### src/hdl/dcache_ctrl_pkg.sv
package dcache_ctrl_pkg;

    // miss handling, in sequence order
    typedef enum logic [2:0] {
        LOOKUP,
        MISS_DIRTY,
        WRITEBACK,
        MISS_CLEAN,
        REFILL,
        REFILL_DONE
    } miss_state_t;

endpackage

### src/hdl/dcache_miss_fsm.sv
`timescale 1ns/10ps

module dcache_miss_fsm import dcache_ctrl_pkg::*; (
    input  logic clk,
    input  logic reset,
    input  logic miss,
    input  logic victim_dirty,
    input  logic rd_rdy,
    input  logic ret_valid,
    input  logic wr_rdy,
    input  logic wr_valid,
    output logic rd_req,
    output logic wr_req,
    output logic refill_we,
    output logic refill_active,
    output logic refill_done,
    output logic idle
);

    miss_state_t state;
    miss_state_t state_next;

    always_ff @(posedge clk) begin
        if (reset)
            state <= LOOKUP;
        else
            state <= state_next;
    end

    always_comb begin
        state_next = state;
        case (state)
            LOOKUP: begin
                if (miss)
                    state_next = victim_dirty ? MISS_DIRTY : MISS_CLEAN;
            end
            MISS_DIRTY: begin
                if (wr_rdy)
                    state_next = WRITEBACK;
            end
            WRITEBACK: begin
                // victim must be in memory before the refill is asked for
                if (wr_valid)
                    state_next = MISS_CLEAN;
            end
            MISS_CLEAN: begin
                if (rd_rdy)
                    state_next = REFILL;
            end
            REFILL: begin
                if (ret_valid)
                    state_next = REFILL_DONE;
            end
            REFILL_DONE: begin
                state_next = LOOKUP;
            end
            default: begin
                state_next = LOOKUP;
            end
        endcase
    end

    assign wr_req        = (state == MISS_DIRTY);
    assign rd_req        = (state == MISS_CLEAN);
    assign refill_we     = (state == REFILL) && ret_valid;
    assign refill_active = (state == REFILL) || (state == REFILL_DONE);
    assign refill_done   = (state == REFILL_DONE);  // re-read and re-hit
    assign idle          = (state == LOOKUP);

    no_dual_req: assert property (
        @(posedge clk) disable iff (reset) !(rd_req && wr_req)
    ) else $error("refill and writeback requested together");

    // the line read back in REFILL_DONE must now hit, so no second miss follows
    refill_no_remiss: assert property (
        @(posedge clk) disable iff (reset) refill_done |=> !miss
    ) else $error("miss seen right after refill");

endmodule

### config.mk
export PLATFORM = sky130hd
export DESIGN_NAME = dcache_miss_fsm
export DESIGN_NICKNAME = d
export VERILOG_FILES = /design/src/hdl/dcache_ctrl_pkg.sv /design/src/hdl/dcache_miss_fsm.sv
export SDC_FILE = /design/constraint.sdc
export NUM_CORES = 1
export LEC_CHECK = 0
export ABC_AREA = 1
export BUFFER_PORTS_ARGS = -buffer_cell sky130_fd_sc_hd__buf_2
export CAP_MARGIN = 20
export CORE_AREA = 2 2 39 41
export CTS_BUF_LIST = sky130_fd_sc_hd__clkbuf_16
export CTS_CLUSTER_DIAMETER = 60
export DETAILED_ROUTE_END_ITERATION = 6
export DIE_AREA = 0 0 41 43
export GPL_TIMING_DRIVEN = 0
export PLACE_DENSITY = 0.4
export SLEW_MARGIN = 10
export SYNTH_ARGS = -nofsm -noshare
export SYNTH_HDL_FRONTEND = slang
export SYNTH_SLANG_ARGS = --single-unit
### constraint.sdc
create_clock -name clk -period 1.9 [get_ports clk]
set_clock_uncertainty 0.1 [all_clocks]
set_input_delay 0.19 -clock clk [delete_from_list [all_inputs] [get_ports clk]]
set_output_delay 0.19 -clock clk [all_outputs]
set_load 0.01 [all_outputs]
==> flow_summary.yaml <==
placed_design:
  port_buffers: 13
  placed_cell_area_um2: 358
  dp_hpwl_um: 490
  post-place-ws_ns: 0.631
  gp_congestion: 0.656
clocking:
  cts_setup_buffers: 0
  cts.path.max_buffers: 2
  cts_hold_buf: 0
  postCtsResizedCells: 0
  htreeDepth: 1
  clkTransAtPathRegs_ns: 0.03
  cts_tree: "yes"
  clock_sinks: 3
  clockRootBuffer: "clkbuf_16"
  clock_latency_ns: 0.22
  cts_buffers: 3
global_route:
  first_global_vias: 249
  grt_max_degree: 9
  overflow: 0
  grtUsageTotal_pct: 7.83
  grt_antenna_before_repair: 0
  grt_pass1_wl_um: 910
critical_path:
  endpoint_kind: "output port"
  rr_worst_depth: 7
  start_kind: "register"
  critPathArrivalTime_ns: 1.14
  reg2reg_to: "state[0]"
  cp_max_fo: 8
  critPathKind: "register to output port"
  endpoint: "refill_done"
  crit_path_start: "state[2]"
  required_ns: 1.61
  r2r_slack_ns: 0.62
  rr_startpoint: "state[2]"
timing:
  period_needed_ns: 1.43
  drv_slew: 0
  hold_viol: 0
  tns_ns: 0
  finalWorstSetupSlack_ns: 0.474
  fmax_ghz: 0.701
  tightest_slew_ns: 0.280
  finalCritPeriodShare_pct: 75.0
  setup_viol: 0
  slew_headroom_pct: 81.3
  rsz0062_at_grt: "no"
final_layout:
  largest_register: "state"
  nets: 72
  largest_reg_flops: 3
  drive_above_1_share_pct: 39.7
  area_growth_pct: 60.1
  ff_latch_area_um2: 60.1
  fill_cells: 151
  final_common_cell: "buf_2"
  layout_top_registers: "state: 3 flops"
  final_area_um2: 437
  multi_input_area_um2: 171
  final_cell_mix: "13 x buf_2, 11 x inv_1, 7 x nor2_1"
  antenna_cells: 0
power_and_ir_drop:
  power_frac_comb_pct: 44.7
  p_leak_uw: 0.000257
  p_int_uw: 521
  pwr-share-seq_pct: 17.8
  ir_drop_v: 0.000728
  swShare_pct: 40.0
  pwr-share-clk_pct: 37.5
  power.density_nw_per_um2: 1990
  switchingPower_uw: 348
yosys:
  netlist.area_leader.share_pct: 22.0
  yosysSeqAreaShare_pct: 22.0
  syn-cell-area_um2: 273
  syn_area_per_cell_um2: 5.93
  ys_ff_latch: 3
  synthCells: 46
  synth_top_cell_by_area: "dfxtp_1"
  synth_cell_types: 15
  yosys-top-cells-area: "dfxtp_1 22%, inv_1 14%, nor2_1 9.6%, nand2_1 8.3%, nand3_2 7.3%"
  ys_warn_count: 0
  synth_nets: 54
die:
  die_w_um: 41
  die_y_um: 43
  start_util_pct: 19.7
  core_area_um2: 1380
  dieArea_um2: 1760
  rows: 14
  ios: 14
drt:
  drt_iter0_markers: 4
  wl_per_cell_um: 8.13
  remaining_drc_errors: 0
  drtPass1Iterations: 4
  vias: 298
  viasPerCell: 3.77
  antenna_left: 0
  finalWirelength_um: 642
outcome:
  status: "finished, final reports clean"
min_path:
  hp-class: "input port to register"
run:
  maxCapViolCount: 0
-- cells in the mapped netlist (all sizes together) --
cell and number:
a21oi 1, dfxtp 3, inv 11, nand2 9, nand3 5, nor2 10
nor3 3, o211ai 1, o21ai 2, o21bai 1
-- power groups by stage --
stage / logic (uW) / registers [uW] / clock network, uW
2_1_floorplan: 297 / 142 / 0
3_3_place_gp: 394 / 155 / 0
3_5_place_dp: 392 / 154 / 0
4_1_cts: 394 / 153 / 332
5_1_grt: 451 / 160 / 340
6_report: 388 / 155 / 326
-- critical path, cell delays in order, from the launching register on --
cell and delay [ns]:
dfxtp_1 0.45, inv_2 0.13, nor3_1 0.18, buf_2 0.15
-- layout make-up --
type	instances	share of cell area (%)
Inverter	11	9.46
Clock buffer	3	17.2
Sequential cell	3	13.8
Timing Repair Buffer	13	14.9
Multi-Input combinational cell	32	39.3
Clock inverter	1	0.860
Tap cell	16	4.58
-- worst min-delay path by stage --
stage / slack (ns) / from / cells past startpoint / end
floorplan: 0.26 / reset / 3 / state[0]
global placement: 0.37 / reset / 4 / state[2]
detailed placement: 0.37 / reset / 4 / state[2]
CTS: 0.14 / reset / 4 / state[2]
global route: 0.15 / reset / 4 / state[2]
finish: 0.14 / reset / 4 / state[2]
-- per-stage QoR --
stage | hold WS [ns] | total power [uW] | utilization, % | cells
6_report | 0.142 | 868 | 31.6 | 79
5_1_grt | 0.146 | 951 | 31.6 | 79
4_1_cts | 0.140 | 880 | 31.6 | 79
2_1_floorplan | 0.257 | 439 | - | 46
3_5_place_dp | 0.373 | 546 | 25.9 | 75
3_3_place_gp | 0.367 | 549 | 25.9 | 75
-- metal layers --
layer / GRT usage, % / share of wire [%] / routed length [um]
met1: 7.40 / 49 / 314
met2: 12.5 / 46 / 294
met3: 3.14 / 5.3 / 34
met4: 6.00 / 0 / 0
met5: 0 / 0 / 0
-- cells by family (layout without fill, tap and decap cells) --
kind of cell           Yosys count  after routing  share of synthesized area (%)
buffers and inverters           11             28                           15.1
and+or+nand+nor                 27             27                           51.8
AOI/OAI and AO/OA                5              5                           11.0
DFF                              3              3                           22.0
Note: power is estimated with default switching activity, not from simulation.
