$ cat src/hdl/dcache_geometry_pkg.sv
package dcache_geometry_pkg;

    localparam int ASSOC_NUM      = 2;
    localparam int WORDS_PER_LINE = 4;
    localparam int WORD_WIDTH     = 32;
    localparam int BLOCK_NUMS     = 256;  // sets per way

    localparam int INDEX_WIDTH  = $clog2(BLOCK_NUMS);                        // 8
    localparam int OFFSET_WIDTH = $clog2(WORDS_PER_LINE * WORD_WIDTH / 8);   // 4
    localparam int TAG_WIDTH    = 32 - INDEX_WIDTH - OFFSET_WIDTH;           // 20
    localparam int WSTRB_WIDTH  = WORD_WIDTH / 8;

    typedef logic [31:0]                 addr_t;
    typedef logic [TAG_WIDTH-1:0]        tag_t;
    typedef logic [INDEX_WIDTH-1:0]      index_t;
    typedef logic [OFFSET_WIDTH-1:0]     offset_t;  // byte within line
    typedef logic [$clog2(WORDS_PER_LINE)-1:0] word_sel_t;
    typedef logic [WORD_WIDTH-1:0]       word_t;
    typedef logic [WSTRB_WIDTH-1:0]      wstrb_t;

    // word 0 sits in the low bits
    typedef logic [WORDS_PER_LINE*WORD_WIDTH-1:0] line_t;

    typedef logic [$clog2(ASSOC_NUM)-1:0] way_t;
    typedef logic [ASSOC_NUM-1:0]         way_vec_t;  // one bit per way

endpackage

$ cat src/hdl/dcache_plru.sv
`timescale 1ns/10ps

module dcache_plru import dcache_geometry_pkg::*; (
    input  logic   clk,
    input  logic   reset,
    input  logic   touch,
    input  index_t touch_index,
    input  way_t   touch_way,
    input  index_t victim_index,
    output way_t   victim_way
);

    // per set, the way used least recently
    way_t lru [BLOCK_NUMS];

    always_ff @(posedge clk) begin
        if (reset) begin
            for (int s = 0; s < BLOCK_NUMS; s++) begin
                lru[s] <= '0;
            end
        end else if (touch) begin
            lru[touch_index] <= ~touch_way;  // two ways, so the other one
        end
    end

    assign victim_way = lru[victim_index];

endmodule

$ cat config.mk
export PLATFORM = sky130hd
export DESIGN_NAME = dcache_plru
export DESIGN_NICKNAME = d
export VERILOG_FILES = /design/src/hdl/dcache_geometry_pkg.sv /design/src/hdl/dcache_plru.sv
export SDC_FILE = /design/constraint.sdc
export NUM_CORES = 1
export LEC_CHECK = 0
export ABC_AREA = 1
export BUFFER_PORTS_ARGS = -buffer_cell sky130_fd_sc_hd__buf_2
export CORE_MARGIN = 1
export CORE_UTILIZATION = 30
export CTS_BUF_LIST = sky130_fd_sc_hd__clkbuf_8
export DETAILED_ROUTE_END_ITERATION = 10
export GPL_TIMING_DRIVEN = 0
export PLACE_DENSITY_LB_ADDON = 0.12
export SETUP_SLACK_MARGIN = 0.3
export SKIP_CTS_REPAIR_TIMING = 1
export SLEW_MARGIN = 20
export SYNTH_ARGS = -nofsm -noshare
export SYNTH_HDL_FRONTEND = slang
export SYNTH_SLANG_ARGS = --single-unit
$ cat constraint.sdc
create_clock -name clk -period 2.3 [get_ports clk]
set_input_delay 0.46 -clock clk [delete_from_list [all_inputs] [get_ports clk]]
set_output_delay 0.46 -clock clk [all_outputs]
set_load 0.01 [all_outputs]
==> flow_summary.toml, run 1 <==
[synth]
ys_seq_elements = 256
yosysUniqueCellTypes = 15
ys_seq_area_share_pct = 55.4
netlist_area_um2 = 13900
yosys_warnings = 0
synth_top_family_by_area = "simple AND/OR/NAND/NOR gates"
synth-xor-area-share_pct = 0
syn_area_per_cell_um2 = 8.71
synthCells = 1592
synth_fa_ha_area_share_pct = 0
synth_mux_area_share_pct = 0
synth_compound_area_share_pct = 8.99
synth_fp_nets = 1612
synth-simple-area-share_pct = 27.8

[clock_tree]
cts_root_buffer = "clkbuf_8"
cts_buffer_depth = 3
cts_tree = "built"
cts_buffers = 48
clk_pin_slew_ns = 0.07
clock-sinks = 256
htree_num_levels = 2

[timing]
fin_crit_ns = 2.65
tightest_slew_ns = 1.22
period_share_pct = 115
finalHoldViolations = 0
slew_headroom_pct = 18.5
layout_setup_ws_ns = -0.353
worst_hold_slack_ns = 0.426
rsz0062_at_grt = "yes"
fmax_mhz = 377
drv_slew = 0
setup_tns_ns = -0.353
finalSetupViolCount = 1

[detailed_routing]
routed_wirelength_um = 73000
dr.pass1.iters = 8
vias_per_cell = 6.01
vias = 13800
avgRoutedWirePerCell_um = 31.7
first_iter_violations = 2019
drtAntennaViolNets = 0
route.detailed.drc = 0

[floorplan]
dieArea_um2 = 47100
rows = 78
die_h_um = 217
ios = 21
chipWidth_um = 217
start_util_pct = 30.5
core_area_um2 = 45500

[global_routing]
grt_max_degree = 13
grt_pass1_wl_um = 100000
first_global_vias = 12900
groute.usage.overall_pct = 30.9
antenna_found_initial = 3
grt_overflow_total = 0

[outcome]
violations = "negative setup slack"
outcome = "complete, but fails checks"

[placed_design]
port_buffers = 16
preCtsSetupSlack_ns = -1.16
placed_area_um2 = 14700
hpwl_um = 47400
gp_congestion = 0.969

[layout]
multi_input_area_um2 = 5350
largest_reg_flops = 256
reg_top3 = "lru (256)"
post-route-cell-area_um2 = 16200
final_net_count = 1683
fillers = 4879
max_flop_register = "lru"
drive_gt1_share_pct = 12.7
utilization_pct = 35.6
seqCellArea_um2 = 7690
area_delta_synth_final_pct = 16.7

[hold_path]
hold_class = "input port to flop"
min_path_cells = 2
hold_start = "touch_way"
whs_endpoint = "lru[5]"

[critical_path]
crit_fanout = 10
cp-startpoint = "victim_index[3]"
worstSetupPathType = "input port to output pin"
critPathRequiredTime_ns = 1.84
cp-start-kind = "input port"
endpoint_kind = "output pin"
arrival_ns = 2.19

[power]
static-leakage-power_nw = 5.36
peakVddDrop_v = 0.000368
p_per_area_nw_per_um2 = 686

[flow_run]
cap_violations = 0
[through the flow]
step | total power [mW] | instances
after global routing | 11.3 | 2299
after detailed placement | 6.84 | 2208
after floorplan | 6.22 | 1592
final | 11.1 | 2300
after global placement | 6.83 | 2208
after CTS | 10.9 | 2294
[cells in the mapped netlist]
library cell | n | area, um^2
clkinv_1 | 3 | 11.3
nand3_1 | 250 | 1250
nor2_1 | 36 | 135
nand2_1 | 320 | 1200
clkbuf_1 | 126 | 473
buf_1 | 5 | 18.8
nor3_1 | 249 | 1250
buf_4 | 10 | 75.1
inv_1 | 36 | 135
nand2_2 | 4 | 25.0
buf_6 | 20 | 225
inv_2 | 4 | 15.0
o21ai_0 | 249 | 1250
buf_2 | 24 | 120
edfxtp_1 | 256 | 7690
[cells in the final DEF (no fill, tap or decap), drive strengths merged]
cell type and count:
clkinvlp 4, buf 78, nand3 250, clkbuf 176
nor3 249, nor2 36, diode 1, clkinv 20
edfxtp 256, o21ai 249, inv 56, clkdlybuf4s15 1
nand2 324
[worst max-delay path by stage]
stage	end	slack, ns	cells past startpoint
after floorplan	victim_way	0.35	10
after global placement	victim_way	-1.19	13
after detailed placement	victim_way	-1.16	13
after CTS	victim_way	-1.16	13
after global routing	victim_way	-0.42	11
final	victim_way	-0.35	11
[logic make-up after synthesis]
kind of cell | count (synthesis)
AO/OA/AOI/OAI | 249
buffers and inverters | 228
flip-flops | 256
AND/OR/NAND/NOR | 859
[power by group]
part / switching (mW) / leakage, nW / total [mW] / internal [mW]
combinational: 1.11 / 2.44 / 1.50 / 0.391
sequential: 0.0722 / 2.43 / 5.43 / 5.36
clock: 2.20 / 0.488 / 4.16 / 1.96
total: 3.38 / 5.36 / 11.1 / 7.71
[cell type report]
class / instances / share of cell area (%)
diodes: 1 / 0.0155
plain buffers: 185 / 7.59
clock buffers: 49 / 4.17
clock inverters: 37 / 0.936
inverters: 43 / 1.09
multi-input cells: 1108 / 33.0
flip-flops and latches: 256 / 47.5
well taps: 600 / 4.64
repair buffers: 21 / 0.998
[worst max-delay path, stage by stage]
cell	delay (ns)
clkbuf_4	0.26
clkinvlp_4	0.25
clkbuf_4	0.33
nand3_2	0.16
nand3_1	0.10
nand2_2	0.13
nand2_1	0.06
nand3_1	0.08
nand3_1	0.08
nand2_2	0.13
buf_6	0.12
[routing by layer]
metal | GRT usage, % | vias up | share of wire [%]
li1 | - | 5782 | -
met5 | 0 | - | 0.040
met1 | 40.7 | 6810 | 39
met3 | 7.76 | 238 | 12
met2 | 45.6 | 988 | 43
met4 | 18.2 | 4 | 5.8
Note: power is estimated with default switching activity, not from simulation.
==> run 2: changes to the inputs <==
- clock period: 2.3 -> 3 ns (I/O delays scaled with it)
==> run 2 against run 1 <==
  * The flow now finishes without violations
  * Global-route usage unchanged
  * Combinational power is 14% lower
  * Largest cell class unchanged
  * Final area rose by 4.4%
  * Sequential cell count is the same
  * Critical path depth is 4 higher
  * Largest power group unchanged
  * Sequential power shrank 23%
  * Via count is 1.2% higher
  * Core utilization is 1.5 points higher
  * Critical path type unchanged
  * Cell count rose by 0.83%
  * Sequential share of layout area decreased by 2.0 points
  * Wire length rose by 3.1%
==> flow_summary.toml, run 2 (synthesis results as in run 1) <==
[layout]
layout_commonest_cell = "nand2_1"
seqCellArea_um2 = 7690
utilization_pct = 37.1
fillers = 4816
drive_gt1_share_pct = 15.0
reg_top3 = "lru (256)"
area_delta_synth_final_pct = 21.8
max_flop_register = "lru"
largest_reg_flops = 256
final_cell_mix = "301 x nand2_1, 256 x edfxtp_1, 249 x o21ai_0, 249 x nor3_1, 184 x nand3_1"
final_net_count = 1702
multi_input_area_um2 = 5550

[hold_path]
min_path_cells = 2
hold_class = "input port to flop"
hold_start = "touch_way"

[placed_design]
port_buffers = 16
hpwl_um = 47400
gp_congestion = 0.969

[timing]
rsz0062_at_grt = "yes"
finalHoldViolations = 0
fin_crit_ns = 2.81
slew_headroom_pct = 7.39
tightest_slew_ns = 1.39
finalSetupViolCount = 0
worst_hold_slack_ns = 0.556
setup_tns_ns = 0
drv_slew = 0
fmax_mhz = 356
period_share_pct = 93.6

[global_routing]
grt.met1_usage_pct = 40.7
first_global_vias = 12900
met2_usage_pct = 45.6
top_usage_layer = "met2"
groute.usage.overall_pct = 30.9
grt_pass1_wl_um = 100000
grtUsageMet3_pct = 7.76
grt_overflow_total = 0
grt_max_degree = 13
antenna_found_initial = 3

[clock_tree]
htree_num_levels = 2
cts_buffer_depth = 3
clk_pin_slew_ns = 0.07
clock-sinks = 256
cts_buffers = 48
cts_tree = "built"
cts_root_buffer = "clkbuf_8"

[floorplan]
ios = 21
die_h_um = 217
chipWidth_um = 217
start_util_pct = 30.5
rows = 78
dieArea_um2 = 47100
core_area_um2 = 45500

[detailed_routing]
first_iter_violations = 1991
drtAntennaViolNets = 0
vias = 14000
routed_wirelength_um = 75200
dr.pass1.iters = 5
vias_per_cell = 6.03
avgRoutedWirePerCell_um = 32.4
route.detailed.drc = 0

[outcome]
outcome = "finished, final reports clean"

[power]
clkPwrFrac_pct = 37.1
intPower_mw = 5.99
seq_power_share_pct = 48.1
p_comb_share_pct = 14.9
peakVddDrop_v = 0.000287
p_sw_share_pct = 30.8
static-leakage-power_nw = 5.63
p_sw_mw = 2.67
p_per_area_nw_per_um2 = 513

[critical_path]
cp-start-kind = "input port"
crit_fanout = 6
cp-startpoint = "victim_index[0]"
arrival_ns = 2.21
endpoint_kind = "output pin"
worstSetupPathType = "input port to output pin"
critPathRequiredTime_ns = 2.40

[flow_run]
cap_violations = 0
run 2: cell types whose count changed in the layout (fill, tap and decap cells not counted), moves of 3 or more:
| cell | before | now |
|---|---|---|
| nand3_2 | 32 | 60 |
| nand3_4 | 3 | 6 |
| buf_12 | 8 | 17 |
| buf_4 | 12 | 8 |
| nand2_4 | 1 | 4 |
| nand3_1 | 215 | 184 |
| nand2_1 | 305 | 301 |
| clkbuf_2 | 13 | 1 |
| clkbuf_1 | 105 | 119 |
| buf_8 | 13 | 10 |
| clkbuf_16 | 2 | 16 |
run 2: layout make-up:
type / instances / area share (%)
Buffer: 185 / 7.70
Clock inverter: 37 / 0.897
Multi-Input combinational cell: 1108 / 32.9
Tap cell: 600 / 4.45
Timing Repair Buffer: 40 / 3.40
Antenna cell: 1 / 0.0148
Inverter: 43 / 1.15
Clock buffer: 49 / 3.99
Sequential cell: 256 / 45.5
run 2: final timing paths:
path and to:
max victim_way, min lru[3]
run 2: layer usage:
metal / share of wire, % / vias to the layer above / wire length [um]
met4: 6.2 / 2 / 4640
met5: 0.024 / - / 18
li1: - / 5817 / -
met3: 12 / 234 / 8680
met1: 39 / 6930 / 29600
met2: 43 / 1011 / 32300
run 2: through the flow:
stage / area [um^2] / setup slack [ns] / cells / power [mW]
after floorplan: 13900 / 0.769 / 1592 / 4.77
after global placement: 14700 / -0.774 / 2208 / 5.24
after detailed placement: 14700 / -0.735 / 2208 / 5.24
after CTS: 15500 / -0.744 / 2294 / 8.36
after global routing: 16900 / 0.185 / 2318 / 8.82
final: 16900 / 0.192 / 2319 / 8.66
run 2: power groups by stage:
stage	registers (mW)	clock network [mW]	logic, mW
final	4.16	3.21	1.29
after global routing	4.18	3.32	1.32
after CTS	4.16	3.19	1.01
after detailed placement	4.23	0	1.01
after global placement	4.23	0	1.01
after floorplan	4.21	0	0.558
run 2: worst max-delay path, cell delays in order:
cell and delay, ns:
buf_12 0.13, inv_16 0.08, clkbuf_16 0.19, clkbuf_16 0.19
nand2_4 0.05, nand3_2 0.06, nand3_2 0.10, nand3_2 0.13
nand3_2 0.10, nand2_4 0.13, nand2_2 0.06, nand3_2 0.06
nand3_2 0.08, nand2_4 0.11, buf_6 0.11
==> run 3: changes to the inputs <==
--- a/config.mk
+++ b/config.mk
@@ -14,2 +14,3 @@
 export GPL_TIMING_DRIVEN = 0
+export MAX_ROUTING_LAYER = met4
 export PLACE_DENSITY_LB_ADDON = 0.12
==> constraint.sdc (replaced) <==
create_clock -name clk -period 3 [get_ports clk]
set_input_delay 0.3 -clock clk [delete_from_list [all_inputs] [get_ports clk]]
set_output_delay 0.3 -clock clk [all_outputs]
set_load 0.01 [all_outputs]
==> run 3 against run 2 <==
  * Sequential share of layout area is 3.8 points higher
  * Sequential power is essentially flat
  * Wire length down 3.8%
  * Critical path depth decreased by 4
  * Largest cell class unchanged
  * Largest power group unchanged
==> flow_summary.toml, run 3 (synthesis results as in run 1) <==
[outcome]
outcome = "finished, final reports clean"

[timing]
fmax_mhz = 364
tightest_slew_ns = 1.27
finalSetupViolCount = 0
drv_slew = 0
worst_hold_slack_ns = 0.237
slew_headroom_pct = 15.3
layout_setup_ws_ns = 0.250
fin_crit_ns = 2.75
period_share_pct = 91.7
rsz0062_at_grt = "no"
finalHoldViolations = 0

[floorplan]
die_h_um = 217
rows = 78
core_area_um2 = 45500
start_util_pct = 30.5
dieArea_um2 = 47100
ios = 21
chipWidth_um = 217

[power]
p_per_area_nw_per_um2 = 539
static-leakage-power_nw = 5.13
peakVddDrop_v = 0.000260

[detailed_routing]
avgRoutedWirePerCell_um = 31.5
dr.pass1.iters = 8
routed_wirelength_um = 72400
first_iter_violations = 1971
vias = 13600
route.detailed.drc = 0
vias_per_cell = 5.94
drtAntennaViolNets = 0

[flow_run]
cap_violations = 0

[critical_path]
cp_slowest_stage_delay_ns = 0.48
cp-start-kind = "input port"
crit_fanout = 10
critPathRequiredTime_ns = 2.70
endpoint_kind = "output pin"
crit_chain = "buf_2 -> inv_1 -> buf_2 -> nand3_1 -> nand3_1 -> nand2_1 -> nand2_1 -> nand3_1 -> nand3_1 -> nand2_2 -> buf_2"
arrival_ns = 2.45
worstSetupPathType = "input port to output pin"
slowest_stage = "buf_2"
path_common_cell = "nand3_1"

[layout]
max_flop_register = "lru"
fillers = 4907
reg_top3 = "lru (256)"
final_cell_mix = "318 x nand2_1, 256 x edfxtp_1, 249 x o21ai_0, 249 x nor3_1, 245 x nand3_1"
area_delta_synth_final_pct = 12.5
largest_reg_flops = 256
post-route-cell-area_um2 = 15600
drive_gt1_share_pct = 8.92
layout_commonest_cell = "nand2_1"
final_net_count = 1678

[global_routing]
grt_max_degree = 13
grt_pass1_wl_um = 99600
grt_overflow_total = 0
groute.usage.overall_pct = 31.7
antenna_found_initial = 2
first_global_vias = 12900

[placed_design]
placed_area_um2 = 14700
hpwl_um = 47500
gp_congestion = 0.995
preCtsSetupSlack_ns = -0.154
port_buffers = 16

[hold_path]
hold_class = "input port to flop"

[clock_tree]
cts_tree = "built"
htree_num_levels = 2
cts_root_buffer = "clkbuf_8"
clock-sinks = 256
clk_pin_slew_ns = 0.06
cts_buffer_depth = 3
cts_buffers = 48
==> run 3: path summary, 6_finish.rpt <==
check | from | cells after the start | slack, ns | to
max | victim_index[3] | 11 | 0.25 | victim_way
min | touch_way | 2 | 0.24 | lru[4]
==> run 3: critical path: cells and delay by family <==
kind	cells	cell delay [ns]
buffers and inverters	4	1.22
AND/OR/NAND/NOR	7	0.92
==> run 3: stage by stage <==
step,util (%),power (mW),instances,TNS [ns]
finish,34.3,8.40,2294,0
global route,34.3,8.57,2293,0
CTS,34.1,8.34,2292,-0.162
detailed placement,32.3,5.24,2208,-0.154
global placement,32.3,5.23,2208,-0.165
floorplan,-,4.77,1592,0
==> run 3: cell type report <==
class,instances,area (um^2),share of cell area [%]
Tap cell,600,751,4.81
Multi-Input combinational cell,1108,5130,32.9
Clock buffer,50,688,4.41
Inverter,43,165,1.06
Sequential cell,256,7690,49.3
Clock inverter,34,135,0.867
Antenna cell,2,5.00,0.0321
Buffer,185,947,6.07
Timing Repair Buffer,16,80.1,0.514
==> run 3: metal layers <==
layer,routed length [um],GRT usage (%),vias up,share of wire [%]
met3,8490,7.87,231,12
met1,28200,40.0,6714,39
li1,-,-,5767,-
met2,31200,46.2,923,43
met5,0,-,-,0
met4,4380,17.6,0,6.1
==> run 3: power breakdown <==
part	internal [mW]	leakage [nW]	switching, mW
logic	0.239	2.19	0.817
registers	4.11	2.43	0.0543
clock network	1.53	0.507	1.66
total	5.87	5.13	2.53
